[src/hw/mgr_cfg_pkg.sv]
// Fixed manager sizes; NUM_ACCS and SUBQUEUE_LEN must stay powers of two
package mgr_cfg_pkg;

    // Accelerators behind the dispatch port
    localparam int NUM_ACCS = 4;

    // Accelerator index, also the round-robin pointer width
    localparam int ACC_BITS = $clog2(NUM_ACCS);

    // Commands buffered per accelerator
    localparam int SUBQUEUE_LEN = 8;

    // Pointer into one subqueue, without the wrap bit
    localparam int SUBQUEUE_BITS = $clog2(SUBQUEUE_LEN);

    // Creators that may issue taskwait requests
    localparam int NUM_CREATORS = 4;

    localparam int CREATOR_BITS = $clog2(NUM_CREATORS);

    // Opaque to the manager, passed through to the accelerator
    localparam int TASK_ID_BITS = 16;

    // Finish counters and requested counts share this width
    localparam int CNT_BITS = 8;

endpackage
[src/hw/mgr_msg_pkg.sv]
// Stage messages; CNT_BITS must exceed ACC_BITS so both taskwait views have equal width
package mgr_msg_pkg;

    typedef struct packed {
        logic [mgr_cfg_pkg::ACC_BITS-1:0]     acc_id;
        logic [mgr_cfg_pkg::CREATOR_BITS-1:0] creator_id;
        logic [mgr_cfg_pkg::TASK_ID_BITS-1:0] task_id;
    } task_cmd_t;

    typedef struct packed {
        logic [mgr_cfg_pkg::ACC_BITS-1:0] acc_id;
    } acc_done_t;

    typedef struct packed {
        logic [mgr_cfg_pkg::CREATOR_BITS-1:0] creator_id;
        logic [mgr_cfg_pkg::CNT_BITS-1:0]     count;
    } tw_req_t;

    typedef struct packed {
        logic [mgr_cfg_pkg::CREATOR_BITS-1:0] creator_id;
    } tw_ack_t;

    // Who owns the task just sent to an accelerator
    typedef struct packed {
        logic [mgr_cfg_pkg::ACC_BITS-1:0]     acc_id;
        logic [mgr_cfg_pkg::CREATOR_BITS-1:0] creator_id;
    } dispatch_rec_t;

    typedef enum logic {
        TW_OP_FINISH  = 1'b0,
        TW_OP_REQUEST = 1'b1
    } tw_op_e;

    typedef struct packed {
        tw_op_e                                          op;
        logic [mgr_cfg_pkg::CREATOR_BITS-1:0]            creator_id;
        logic [mgr_cfg_pkg::CNT_BITS-mgr_cfg_pkg::ACC_BITS-1:0] pad;
        logic [mgr_cfg_pkg::ACC_BITS-1:0]                acc_id;
    } tw_fin_view_t;

    typedef struct packed {
        tw_op_e                               op;
        logic [mgr_cfg_pkg::CREATOR_BITS-1:0] creator_id;
        logic [mgr_cfg_pkg::CNT_BITS-1:0]     count;
    } tw_req_view_t;

    // Op field sits at the same position in both views
    typedef union packed {
        tw_fin_view_t fin;
        tw_req_view_t req;
    } tw_msg_u;

endpackage

[src/hw/task_manager_top.sv]
// Single rst_n for all stages; accelerator side is credit based with no dispatch ready
`timescale 1ns/100ps

module task_manager_top (
    input  logic                   aclk,
    input  logic                   rst_n,
    input  logic                   cmd_in_valid,
    output logic                   cmd_in_ready,
    input  mgr_msg_pkg::task_cmd_t cmd_in,
    output logic                   acc_cmd_valid,
    output mgr_msg_pkg::task_cmd_t acc_cmd,
    input  logic                   acc_done_valid,
    input  mgr_msg_pkg::acc_done_t acc_done,
    input  logic                   tw_req_valid,
    output logic                   tw_req_ready,
    input  mgr_msg_pkg::tw_req_t   tw_req,
    output logic                   tw_ack_valid,
    input  logic                   tw_ack_ready,
    output mgr_msg_pkg::tw_ack_t   tw_ack
);

    logic                             disp_valid;
    mgr_msg_pkg::dispatch_rec_t       disp_rec;
    logic                             credit_valid;
    logic [mgr_cfg_pkg::ACC_BITS-1:0] credit_acc;
    logic                             tw_msg_valid;
    mgr_msg_pkg::tw_msg_u             tw_msg;

    cmd_dispatch_stage u_cmd_dispatch (
        .aclk          (aclk),
        .rst_n         (rst_n),
        .cmd_in_valid  (cmd_in_valid),
        .cmd_in_ready  (cmd_in_ready),
        .cmd_in        (cmd_in),
        .credit_valid  (credit_valid),
        .credit_acc    (credit_acc),
        .acc_cmd_valid (acc_cmd_valid),
        .acc_cmd       (acc_cmd),
        .disp_valid    (disp_valid),
        .disp_rec      (disp_rec)
    );

    completion_stage u_completion (
        .aclk           (aclk),
        .rst_n          (rst_n),
        .disp_valid     (disp_valid),
        .disp_rec       (disp_rec),
        .acc_done_valid (acc_done_valid),
        .acc_done       (acc_done),
        .credit_valid   (credit_valid),
        .credit_acc     (credit_acc),
        .tw_req_valid   (tw_req_valid),
        .tw_req_ready   (tw_req_ready),
        .tw_req         (tw_req),
        .tw_msg_valid   (tw_msg_valid),
        .tw_msg         (tw_msg)
    );

    taskwait_stage u_taskwait (
        .aclk         (aclk),
        .rst_n        (rst_n),
        .tw_msg_valid (tw_msg_valid),
        .tw_msg       (tw_msg),
        .tw_ack_valid (tw_ack_valid),
        .tw_ack_ready (tw_ack_ready),
        .tw_ack       (tw_ack)
    );

endmodule

[src/hw/taskwait_stage.sv]
// One pending request per creator; lowest eligible creator wins, surplus finishes carry over
`timescale 1ns/100ps

module taskwait_stage (
    input  logic                 aclk,
    input  logic                 rst_n,
    input  logic                 tw_msg_valid,
    input  mgr_msg_pkg::tw_msg_u tw_msg,
    output logic                 tw_ack_valid,
    input  logic                 tw_ack_ready,
    output mgr_msg_pkg::tw_ack_t tw_ack
);

    logic [mgr_cfg_pkg::CNT_BITS-1:0]     fin_cnt [mgr_cfg_pkg::NUM_CREATORS];
    logic [mgr_cfg_pkg::CNT_BITS-1:0]     req_cnt [mgr_cfg_pkg::NUM_CREATORS];
    logic [mgr_cfg_pkg::NUM_CREATORS-1:0] pending;
    logic [mgr_cfg_pkg::NUM_CREATORS-1:0] fin_hit;
    logic [mgr_cfg_pkg::NUM_CREATORS-1:0] req_hit;
    logic [mgr_cfg_pkg::NUM_CREATORS-1:0] eligible;
    logic [mgr_cfg_pkg::NUM_CREATORS-1:0] take;
    logic [mgr_cfg_pkg::CREATOR_BITS-1:0] sel;
    logic                                 grant;
    logic                                 ack_free;

    // Decode the message by its op field
    always_comb begin
        for (int c = 0; c < mgr_cfg_pkg::NUM_CREATORS; c++) begin
            fin_hit[c] = tw_msg_valid && (tw_msg.fin.op == mgr_msg_pkg::TW_OP_FINISH)
                && (tw_msg.fin.creator_id == c[mgr_cfg_pkg::CREATOR_BITS-1:0]);
            req_hit[c] = tw_msg_valid && (tw_msg.req.op == mgr_msg_pkg::TW_OP_REQUEST)
                && (tw_msg.req.creator_id == c[mgr_cfg_pkg::CREATOR_BITS-1:0]);
            eligible[c] = pending[c] && (fin_cnt[c] >= req_cnt[c]);
        end
    end

    assign ack_free = !tw_ack_valid || tw_ack_ready;

    always_comb begin
        sel = '0;
        for (int c = mgr_cfg_pkg::NUM_CREATORS - 1; c >= 0; c--) begin
            if (eligible[c]) begin
                sel = c[mgr_cfg_pkg::CREATOR_BITS-1:0];
            end
        end
        grant = ack_free && (eligible != '0);
        for (int c = 0; c < mgr_cfg_pkg::NUM_CREATORS; c++) begin
            take[c] = grant && (sel == c[mgr_cfg_pkg::CREATOR_BITS-1:0]);
        end
    end

    always_ff @(posedge aclk) begin
        for (int c = 0; c < mgr_cfg_pkg::NUM_CREATORS; c++) begin
            if (req_hit[c]) begin
                req_cnt[c] <= tw_msg.req.count;
            end
        end
        if (grant) begin
            tw_ack <= '{creator_id: sel};
        end
    end

    always_ff @(posedge aclk or negedge rst_n) begin
        if (!rst_n) begin
            for (int c = 0; c < mgr_cfg_pkg::NUM_CREATORS; c++) begin
                fin_cnt[c] <= '0;
            end
            pending <= '0;
            tw_ack_valid <= 1'b0;
        end else begin
            for (int c = 0; c < mgr_cfg_pkg::NUM_CREATORS; c++) begin
                if (take[c]) begin
                    // A finish in the same cycle still counts
                    fin_cnt[c] <= fin_cnt[c] - req_cnt[c]
                        + {{(mgr_cfg_pkg::CNT_BITS - 1){1'b0}}, fin_hit[c]};
                    pending[c] <= 1'b0;
                end else if (fin_hit[c]) begin
                    fin_cnt[c] <= fin_cnt[c] + 1'b1;
                end
                if (req_hit[c]) begin
                    pending[c] <= 1'b1;
                end
            end
            if (grant) begin
                tw_ack_valid <= 1'b1;
            end else if (tw_ack_ready) begin
                tw_ack_valid <= 1'b0;
            end
        end
    end

    one_request_per_creator: assert property (@(posedge aclk) disable iff (!rst_n)
        tw_msg_valid && (tw_msg.req.op == mgr_msg_pkg::TW_OP_REQUEST)
        |-> !pending[tw_msg.req.creator_id]);

    for (genvar c = 0; c < mgr_cfg_pkg::NUM_CREATORS; c++) begin : g_cnt_chk
        fin_cnt_no_wrap: assert property (@(posedge aclk) disable iff (!rst_n)
            fin_hit[c] && !take[c] |-> fin_cnt[c] != '1);
    end

endmodule

[src/hw/completion_stage.sv]
// Finish has priority over a taskwait request; acc_done must only name a busy accelerator
`timescale 1ns/100ps

module completion_stage (
    input  logic                             aclk,
    input  logic                             rst_n,
    input  logic                             disp_valid,
    input  mgr_msg_pkg::dispatch_rec_t       disp_rec,
    input  logic                             acc_done_valid,
    input  mgr_msg_pkg::acc_done_t           acc_done,
    output logic                             credit_valid,
    output logic [mgr_cfg_pkg::ACC_BITS-1:0] credit_acc,
    input  logic                             tw_req_valid,
    output logic                             tw_req_ready,
    input  mgr_msg_pkg::tw_req_t             tw_req,
    output logic                             tw_msg_valid,
    output mgr_msg_pkg::tw_msg_u             tw_msg
);

    // Creator of the task in flight on each accelerator
    logic [mgr_cfg_pkg::CREATOR_BITS-1:0] owner [mgr_cfg_pkg::NUM_ACCS];
    logic [mgr_cfg_pkg::NUM_ACCS-1:0]     busy;
    logic                                 req_take;
    mgr_msg_pkg::tw_msg_u                 msg_next;

    assign tw_req_ready = !acc_done_valid;
    assign req_take = tw_req_valid && tw_req_ready;

    always_comb begin
        msg_next = '0;
        if (acc_done_valid) begin
            msg_next.fin.op = mgr_msg_pkg::TW_OP_FINISH;
            msg_next.fin.creator_id = owner[acc_done.acc_id];
            msg_next.fin.acc_id = acc_done.acc_id;
        end else begin
            msg_next.req.op = mgr_msg_pkg::TW_OP_REQUEST;
            msg_next.req.creator_id = tw_req.creator_id;
            msg_next.req.count = tw_req.count;
        end
    end

    always_ff @(posedge aclk) begin
        if (disp_valid) begin
            owner[disp_rec.acc_id] <= disp_rec.creator_id;
        end
        if (acc_done_valid || req_take) begin
            tw_msg <= msg_next;
        end
        if (acc_done_valid) begin
            credit_acc <= acc_done.acc_id;
        end
    end

    always_ff @(posedge aclk or negedge rst_n) begin
        if (!rst_n) begin
            busy <= '0;
            credit_valid <= 1'b0;
            tw_msg_valid <= 1'b0;
        end else begin
            credit_valid <= acc_done_valid;
            tw_msg_valid <= acc_done_valid || req_take;
            if (acc_done_valid) begin
                busy[acc_done.acc_id] <= 1'b0;
            end
            if (disp_valid) begin
                busy[disp_rec.acc_id] <= 1'b1;
            end
        end
    end

    done_while_busy: assert property (@(posedge aclk) disable iff (!rst_n)
        acc_done_valid |-> busy[acc_done.acc_id]);

endmodule

[src/hw/cmd_dispatch_stage.sv]
// One credit per accelerator and no dispatch ready; cmd_in_ready depends on the presented acc_id
`timescale 1ns/100ps

module cmd_dispatch_stage (
    input  logic                             aclk,
    input  logic                             rst_n,
    input  logic                             cmd_in_valid,
    output logic                             cmd_in_ready,
    input  mgr_msg_pkg::task_cmd_t           cmd_in,
    input  logic                             credit_valid,
    input  logic [mgr_cfg_pkg::ACC_BITS-1:0] credit_acc,
    output logic                             acc_cmd_valid,
    output mgr_msg_pkg::task_cmd_t           acc_cmd,
    output logic                             disp_valid,
    output mgr_msg_pkg::dispatch_rec_t       disp_rec
);

    mgr_msg_pkg::task_cmd_t q_mem [mgr_cfg_pkg::NUM_ACCS][mgr_cfg_pkg::SUBQUEUE_LEN];

    // Extra wrap bit tells full from empty
    logic [mgr_cfg_pkg::SUBQUEUE_BITS:0] wr_ptr [mgr_cfg_pkg::NUM_ACCS];
    logic [mgr_cfg_pkg::SUBQUEUE_BITS:0] rd_ptr [mgr_cfg_pkg::NUM_ACCS];
    logic [mgr_cfg_pkg::SUBQUEUE_BITS:0] fill   [mgr_cfg_pkg::NUM_ACCS];

    logic [mgr_cfg_pkg::NUM_ACCS-1:0] credit;
    logic [mgr_cfg_pkg::NUM_ACCS-1:0] full;
    logic [mgr_cfg_pkg::NUM_ACCS-1:0] can_go;
    logic [mgr_cfg_pkg::ACC_BITS-1:0] rr_ptr;
    logic [mgr_cfg_pkg::ACC_BITS-1:0] pick;
    logic                             pick_valid;
    logic                             push;

    always_comb begin
        for (int a = 0; a < mgr_cfg_pkg::NUM_ACCS; a++) begin
            fill[a] = wr_ptr[a] - rd_ptr[a];
            // MSB of fill is set only at exactly SUBQUEUE_LEN
            full[a] = fill[a][mgr_cfg_pkg::SUBQUEUE_BITS];
            can_go[a] = (fill[a] != '0) && credit[a];
        end
    end

    assign cmd_in_ready = !full[cmd_in.acc_id];
    assign push = cmd_in_valid && cmd_in_ready;

    // Round-robin search starting at rr_ptr
    always_comb begin
        logic [mgr_cfg_pkg::ACC_BITS-1:0] idx;
        pick = rr_ptr;
        pick_valid = 1'b0;
        for (int i = 0; i < mgr_cfg_pkg::NUM_ACCS; i++) begin
            idx = rr_ptr + i[mgr_cfg_pkg::ACC_BITS-1:0];
            if (!pick_valid && can_go[idx]) begin
                pick = idx;
                pick_valid = 1'b1;
            end
        end
    end

    always_ff @(posedge aclk) begin
        if (push) begin
            q_mem[cmd_in.acc_id][wr_ptr[cmd_in.acc_id][mgr_cfg_pkg::SUBQUEUE_BITS-1:0]] <= cmd_in;
        end
        if (pick_valid) begin
            acc_cmd <= q_mem[pick][rd_ptr[pick][mgr_cfg_pkg::SUBQUEUE_BITS-1:0]];
        end
    end

    always_ff @(posedge aclk or negedge rst_n) begin
        if (!rst_n) begin
            for (int a = 0; a < mgr_cfg_pkg::NUM_ACCS; a++) begin
                wr_ptr[a] <= '0;
                rd_ptr[a] <= '0;
            end
            credit <= '1;
            rr_ptr <= '0;
            acc_cmd_valid <= 1'b0;
        end else begin
            acc_cmd_valid <= pick_valid;
            if (push) begin
                wr_ptr[cmd_in.acc_id] <= wr_ptr[cmd_in.acc_id] + 1'b1;
            end
            if (pick_valid) begin
                rd_ptr[pick] <= rd_ptr[pick] + 1'b1;
                credit[pick] <= 1'b0;
                rr_ptr <= pick + 1'b1;
            end
            // Never the same accelerator as the pick, its credit is still clear
            if (credit_valid) begin
                credit[credit_acc] <= 1'b1;
            end
        end
    end

    assign disp_valid = acc_cmd_valid;
    assign disp_rec = '{acc_id: acc_cmd.acc_id, creator_id: acc_cmd.creator_id};

    // Completion stage must not hand back a credit that was never spent
    credit_return_spent: assert property (@(posedge aclk) disable iff (!rst_n)
        credit_valid |-> !credit[credit_acc]);

    for (genvar a = 0; a < mgr_cfg_pkg::NUM_ACCS; a++) begin : g_fill_chk
        fill_in_bounds: assert property (@(posedge aclk) disable iff (!rst_n)
            int'(fill[a]) <= mgr_cfg_pkg::SUBQUEUE_LEN);
    end

endmodule

[config.mk]
export PLATFORM = sky130hd
export DESIGN_NAME = task_manager_top
export DESIGN_NICKNAME = d
export VERILOG_FILES = /design/src/hw/mgr_cfg_pkg.sv /design/src/hw/mgr_msg_pkg.sv /design/src/hw/task_manager_top.sv /design/src/hw/taskwait_stage.sv /design/src/hw/completion_stage.sv /design/src/hw/cmd_dispatch_stage.sv
export SDC_FILE = /design/constraint.sdc
export NUM_CORES = 1
export LEC_CHECK = 0
export BUFFER_PORTS_ARGS = -buffer_cell sky130_fd_sc_hd__buf_4
export CORE_ASPECT_RATIO = 1.25
export CORE_MARGIN = 3
export CORE_UTILIZATION = 45
export DETAILED_ROUTE_END_ITERATION = 7
export HOLD_SLACK_MARGIN = 0.1
export PLACE_DENSITY = 0.61
export SYNTH_ARGS = -nofsm -noshare
export SYNTH_HDL_FRONTEND = slang
export SYNTH_SLANG_ARGS = --single-unit
[constraint.sdc]
create_clock -name aclk -period 6.3 [get_ports aclk]
set_input_delay 0.945 -clock aclk [delete_from_list [all_inputs] [get_ports aclk]]
set_output_delay 0.945 -clock aclk [all_outputs]
set_load 0.05 [all_outputs]
==> results of run 1 <==
## final cells by class
cell class | instances | area [um2]
Clock buffer | 95 | 2070
Multi-Input combinational cell | 1465 | 9780
Sequential cell | 793 | 23400
Clock inverter | 48 | 539
Antenna cell | 3 | 7.51
Timing Repair Buffer | 120 | 938
Tap cell | 969 | 1210
Inverter | 76 | 293
Fill cell | 6294 | 36400
## registers in the layout, indices dropped and copies added (netlist names)
register,cells
u_cmd_dispatch.acc_cmd_valid,1
u_taskwait.req_cnt,32
u_cmd_dispatch.rr_ptr,2
u_cmd_dispatch.rd_ptr,16
u_completion.tw_msg_valid,1
u_taskwait.pending,4
u_completion.credit_acc,2
u_completion.credit_valid,1
u_completion.tw_msg,11
u_cmd_dispatch.q_mem,640
u_taskwait.tw_ack,2
u_taskwait.tw_ack_valid,1
u_cmd_dispatch.credit,4
u_cmd_dispatch.wr_ptr,16
u_completion.owner,8
u_taskwait.fin_cnt,32
u_cmd_dispatch.acc_cmd,20
## logic make-up after synthesis
group / after synthesis / share of synthesized area, %
adder cells (fa/ha/maj): 102 / 4.15
flip-flops: 793 / 68.9
XOR/XNOR: 68 / 1.83
buffers and inverters: 219 / 2.62
AND/OR/NAND/NOR: 795 / 10.5
AO/OA/AOI/OAI: 373 / 7.83
multiplexers: 127 / 4.09
## critical path: stages (launching register included)
cell	delay, ns
dfrtp_1	0.38
inv_1	0.06
ha_1	0.31
nor2b_1	0.15
or2_2	0.30
o311ai_1	0.54
nand3_1	0.23
a31oi_4	0.57
buf_12	0.56
buf_4	0.71
nand2_1	0.12
and3_1	0.21
a311oi_1	0.29
a311oi_1	0.12
nor4_1	0.24
## metrics by stage
step,setup WS [ns],util (%)
3_3_place_gp,1.12,47.7
6_report,0.804,51.2
4_1_cts,0.940,51.2
2_1_floorplan,2.30,-
5_1_grt,0.704,51.2
3_5_place_dp,0.966,47.7
## cells in the mapped netlist, drive strengths merged, types with 2 or more instances
master,instances
nand2,476
ha,84
a311oi,77
nand2b,12
or2,3
xnor2,42
o21bai,10
buf,45
xnor3,2
o211ai,4
a31oi,5
mux2i,96
or3,3
dfstp,4
o311a,2
nor2,53
a22o,2
o21ai,45
fa,18
a221oi,77
nand4,3
nand3b,7
a22oi,7
and2,6
nor3b,22
a32oi,6
xor2,24
and3,52
a21o,18
and4,4
nor4,39
or4,2
nor3,5
clkbuf,98
dfrtp,74
mux4,7
inv,76
a21oi,109
a211oi,2
nand3,93
nor2b,14
mux2,24
edfxtp,715
## how the worst max path moves through the flow
stage,startpoint,cells after the start,slack [ns],to
CTS,u_cmd_dispatch.rd_ptr[9],15,0.94,u_cmd_dispatch.acc_cmd[16]
global placement,u_cmd_dispatch.rd_ptr[9],15,1.12,u_cmd_dispatch.acc_cmd[16]
detailed placement,u_cmd_dispatch.wr_ptr[9],14,0.97,u_cmd_dispatch.acc_cmd[16]
floorplan,u_cmd_dispatch.rd_ptr[9],10,2.30,u_cmd_dispatch.q_mem[0][80]
global route,u_cmd_dispatch.rd_ptr[9],14,0.70,u_cmd_dispatch.acc_cmd[11]
finish,u_cmd_dispatch.rd_ptr[9],14,0.80,u_cmd_dispatch.acc_cmd[0]
## routing by layer
metal	global-route usage (%)	share of wire (%)
met1	28.1	39
met2	39.3	51
met3	3.85	6.4
met4	8.51	3.6
met5	0	0.017
==> impl_results.md, run 1 <==
- First-iteration detailed-routing DRC count: 1,907
- Pin count of the biggest net entering global routing: 189
- CP required: 6.75 ns
- Worst Tran Pin Value: 1.29 ns
- Worst R2R End: u_cmd_dispatch.acc_cmd[0]
- Antenna violations before repair: 6
- Worst slew margin: 13.9%
- Die ar.: 0.0789 mm2
- Congestion Overflow GR: 0
- Crit Path Max Fanout: 179
- Vias: 20,800
- Routed len/inst: 24.9 um
- Final #Nets: 2,675
- Total of max-cap violations: 0
- Rows: 112
- Clock latency on the worst-skew pair: 0.64 ns
- Fin Setup TNS: 0 ns
- Postcts setup bufs: 0
- Most frequent cells in the layout: edfxtp_1, nand2_1, buf_4
- RSZ-0062 raised after global routing: no
- Post-Syn Area: 0.0340 mm2
- Startpoint Class: flop
- Syn Area/Cell: 13.7 um2
- EDFF count, synth: 715
- Worst hold slack: 0.308 ns
- Unique masters post-synth: 62
- Initial Util: 45.5%
- TritonCTS clock tree: done
- Synth area leader: edfxtp_1
- Number of global-route vias before repair: 20,700
- Syn_nets: 2,617
- Cell count after placement: 3,423
- GRT Total Usage: 22.5%
- Worst Setup Path Type: reg -> reg
- HP Class: in -> async
- Post-DP HPWL: 51.1 mm
- Final min period: 5.50 ns
- Worst Skew: 0.0271 ns
- Count of input and output buffers: 63
- Non-filler cells, final: 3,569
- Clock transition at path regs: 0.06 ns
- Synth Register Bits: 793
- WL final: 88.9 mm
- Most common cell after layout, fill and taps aside: edfxtp_1
- I/O Pins: 64
- Arr. time, crit path: 5.95 ns
- CTS resizes: 0
- Final setup viols: 0
- Async SR Flop Fraction: 9.84%
- Post-CTS Hold Buffers: 0
- Drt pass-1 iters: 6
- Root buf cell: clkbuf_16
- Slew Viols, Final: 0
- Clock Sinks: 793
- Core Footprint: 0.0747 mm2
- First-pass GRT wire length: 132 mm
- Post-Syn Instances: 2,477
- Dpl cell area: 0.0356 mm2
- TritonCTS Buffers: 79
- Status: finished clean
- Fmax: 182 MHz
- Final Hold Violating Endpoints: 0
- Reg2reg setup slack: 0.80 ns
- Layout cells sized above 1: 12.1%
- P&R area growth vs syn: 12.6%
- Worst reg2reg startpoint: u_cmd_dispatch.rd_ptr[9]
- Sequential fraction of the synthesis area: 68.9%
- Synth warnings: 0
- Routed Antenna Nets: 0
- Die Ht: 313 um
- DR DRC count: 0
- Area contributors post-synth: edfxtp_1, dfrtp_1, nand2_1
- Top FF cell, synth: edfxtp_1
- Crit share post-route: 87.2%
- Crit. End Element: flop
- Clk buf depth: 3
- H-tree depth: 3
- Post-synth top area share: 63.2%
- R2R depth: 14
- Die W: 252 um
- Final Cell Area: 0.0383 mm2
- Routability cong.: 0.831
- Via/cell ratio: 5.82
Power of run 1 is not shown: default switching activity piles up to over one toggle a cycle in this logic, so the estimate is an artifact.
==> inputs of run 2 (changes only) <==
- PLACE_DENSITY: 0.61 -> unset
- PLACE_DENSITY_LB_ADDON: unset -> 0.25
==> run 2 against run 1 <==
Final area shrank 0.28%. Clock skew grew 0.0081 ns. Die area unchanged. Flip-flop and latch count stayed put. First-iteration DRC count grew 14%. Register-to-register slack better by 0.39 ns. Critical endpoint is now u_cmd_dispatch.acc_cmd[7].
==> impl_results.md, run 2 (synthesized netlist as in run 1, its figures left out) <==
- Final Hold Violating Endpoints: 0
- WL final: 89.2 mm
- Post-Route Utilization: 51.1%
- Worst Skew: 0.0351 ns
- CP peak stage delay: 0.59 ns
- Final setup viols: 0
- Layout cells sized above 1: 11.9%
- I/O Pins: 64
- Critical Path Most Common Cell: nor4_1
- Crit. End Element: flop
- DR DRC count: 0
- First-iteration detailed-routing DRC count: 2,169
- Die Ht: 313 um
- Worst slew margin: 18.4%
- HP Class: in -> async
- TritonCTS Buffers: 80
- Postcts setup bufs: 0
- Cell Chain, Critical Path: inv_1 > ha_1 > nor2b_1 > or2_2 > o311ai_1 > nand3_1 > a31oi_4 > inv_8 > a22o_1 > o2bb2ai_4 > buf_4 > a221oi_1 > nor4_1 > nor4_1
- Crit Path Max Fanout: 99
- Routed Antenna Nets: 0
- Die W: 252 um
- Initial Util: 45.5%
- GRT Total Usage: 22.5%
- CTS resizes: 0
- Status: finished clean
- Clock Sinks: 793
- Core Footprint: 0.0747 mm2
- Post-DP HPWL: 52.3 mm
- Worst reg2reg startpoint: u_cmd_dispatch.rd_ptr[9]
- Fillers: 6,272
- Worst Setup SP: u_cmd_dispatch.rd_ptr[9]
- Routability cong.: 0.862
- Clk buf depth: 3
- Multi-input gate area: 0.00979 mm2
- Congestion Overflow GR: 0
- Final #Nets: 2,669
- CP required: 6.66 ns
- Slew Viols, Final: 0
- Routed len/inst: 25.0 um
- Startpoint Class: flop
- Arr. time, crit path: 5.46 ns
- Fin Setup TNS: 0 ns
- Setup ws final: 1.20 ns
- Number of global-route vias before repair: 20,900
- Crit share post-route: 81.0%
- DP Worst Slack: 1.23 ns
- Pin count of the biggest net entering global routing: 169
- Clock latency on the worst-skew pair: 0.64 ns
- Drt pass-1 iters: 5
- Total of max-cap violations: 0
- Clock transition at path regs: 0.06 ns
- RSZ-0062 raised after global routing: no
- Worst Setup Path Type: reg -> reg
- Rows: 112
- First-pass GRT wire length: 133 mm
- Largest register FFs: 640
- Final min period: 5.10 ns
- Register area: 0.0234 mm2
- Most common cell after layout, fill and taps aside: edfxtp_1
- TritonCTS clock tree: done
- Fmax: 196 MHz
- Die ar.: 0.0789 mm2
- Antenna violations before repair: 9
- H-tree depth: 3
- Slowest CP cell: a31oi_4
- Most frequent cells in the layout: edfxtp_1, nand2_1, buf_4
- Count of input and output buffers: 63
- P&R area growth vs syn: 12.3%
- Root buf cell: clkbuf_16
- Via/cell ratio: 5.88
- Worst Tran Pin Value: 1.22 ns
- Post-CTS Hold Buffers: 0
- Vias: 21,000
[run 2: cell count changes in the layout (fill, tap and decap cells not counted), moves of 2 or more]
| cell | delta |
|---|---|
| buf_4 | -7 |
| nor2_2 | -2 |
| nor2_4 | +2 |
| clkinv_16 | -2 |
| clkinv_1 | +2 |
| diode_2 | +4 |
| bufinv_16 | -2 |
| inv_6 | +5 |
[run 2: final cells by class]
class                   count  area share, %
clock buffers              96           5.46
multi-input cells        1465           25.6
repair buffers            113           2.32
flip-flops and latches    793           61.4
well taps                 969           3.18
diodes                      7         0.0459
inverters                  76          0.767
clock inverters            51           1.18
[run 2: critical path: cells and delay by family (launching register included)]
| kind | cells | cell delay (ns) |
|---|---|---|
| adders and majority gates | 1 | 0.31 |
| and+or+nand+nor | 5 | 1.23 |
| buffers and inverters | 3 | 1.03 |
| DFF | 1 | 0.37 |
| AOI/OAI and AO/OA | 5 | 1.82 |
[run 2: worst paths after layout]
check	slack [ns]	depth (start not counted)	to
hold reg to reg	0.47	1	u_taskwait.pending[0]
setup reg to reg	1.20	14	u_cmd_dispatch.acc_cmd[7]
max in group asynchronous	4.97	2	u_cmd_dispatch.wr_ptr[8]
setup / recovery	1.20	14	u_cmd_dispatch.acc_cmd[7]
min in group aclk	0.47	1	u_taskwait.pending[0]
hold / removal	0.24	1	u_taskwait.fin_cnt[11]
[run 2: routing by layer]
layer  GRT usage [%]  part of all wire [%]
met3            3.50                   6.6
met2            38.8                    51
met4            9.74                   3.5
met5               0                 0.021
met1            28.4                    39
[run 2: metrics by stage]
step	cells	cell area, um2	hold WS, ns
final	3570	38200	0.240
after global routing	3568	38100	0.253
after CTS	3563	38100	0.222
after detailed placement	3416	35600	0.459
after global placement	3416	35600	0.454
after floorplan	2477	34000	0.421
Power of run 2 is left out for the same reason.
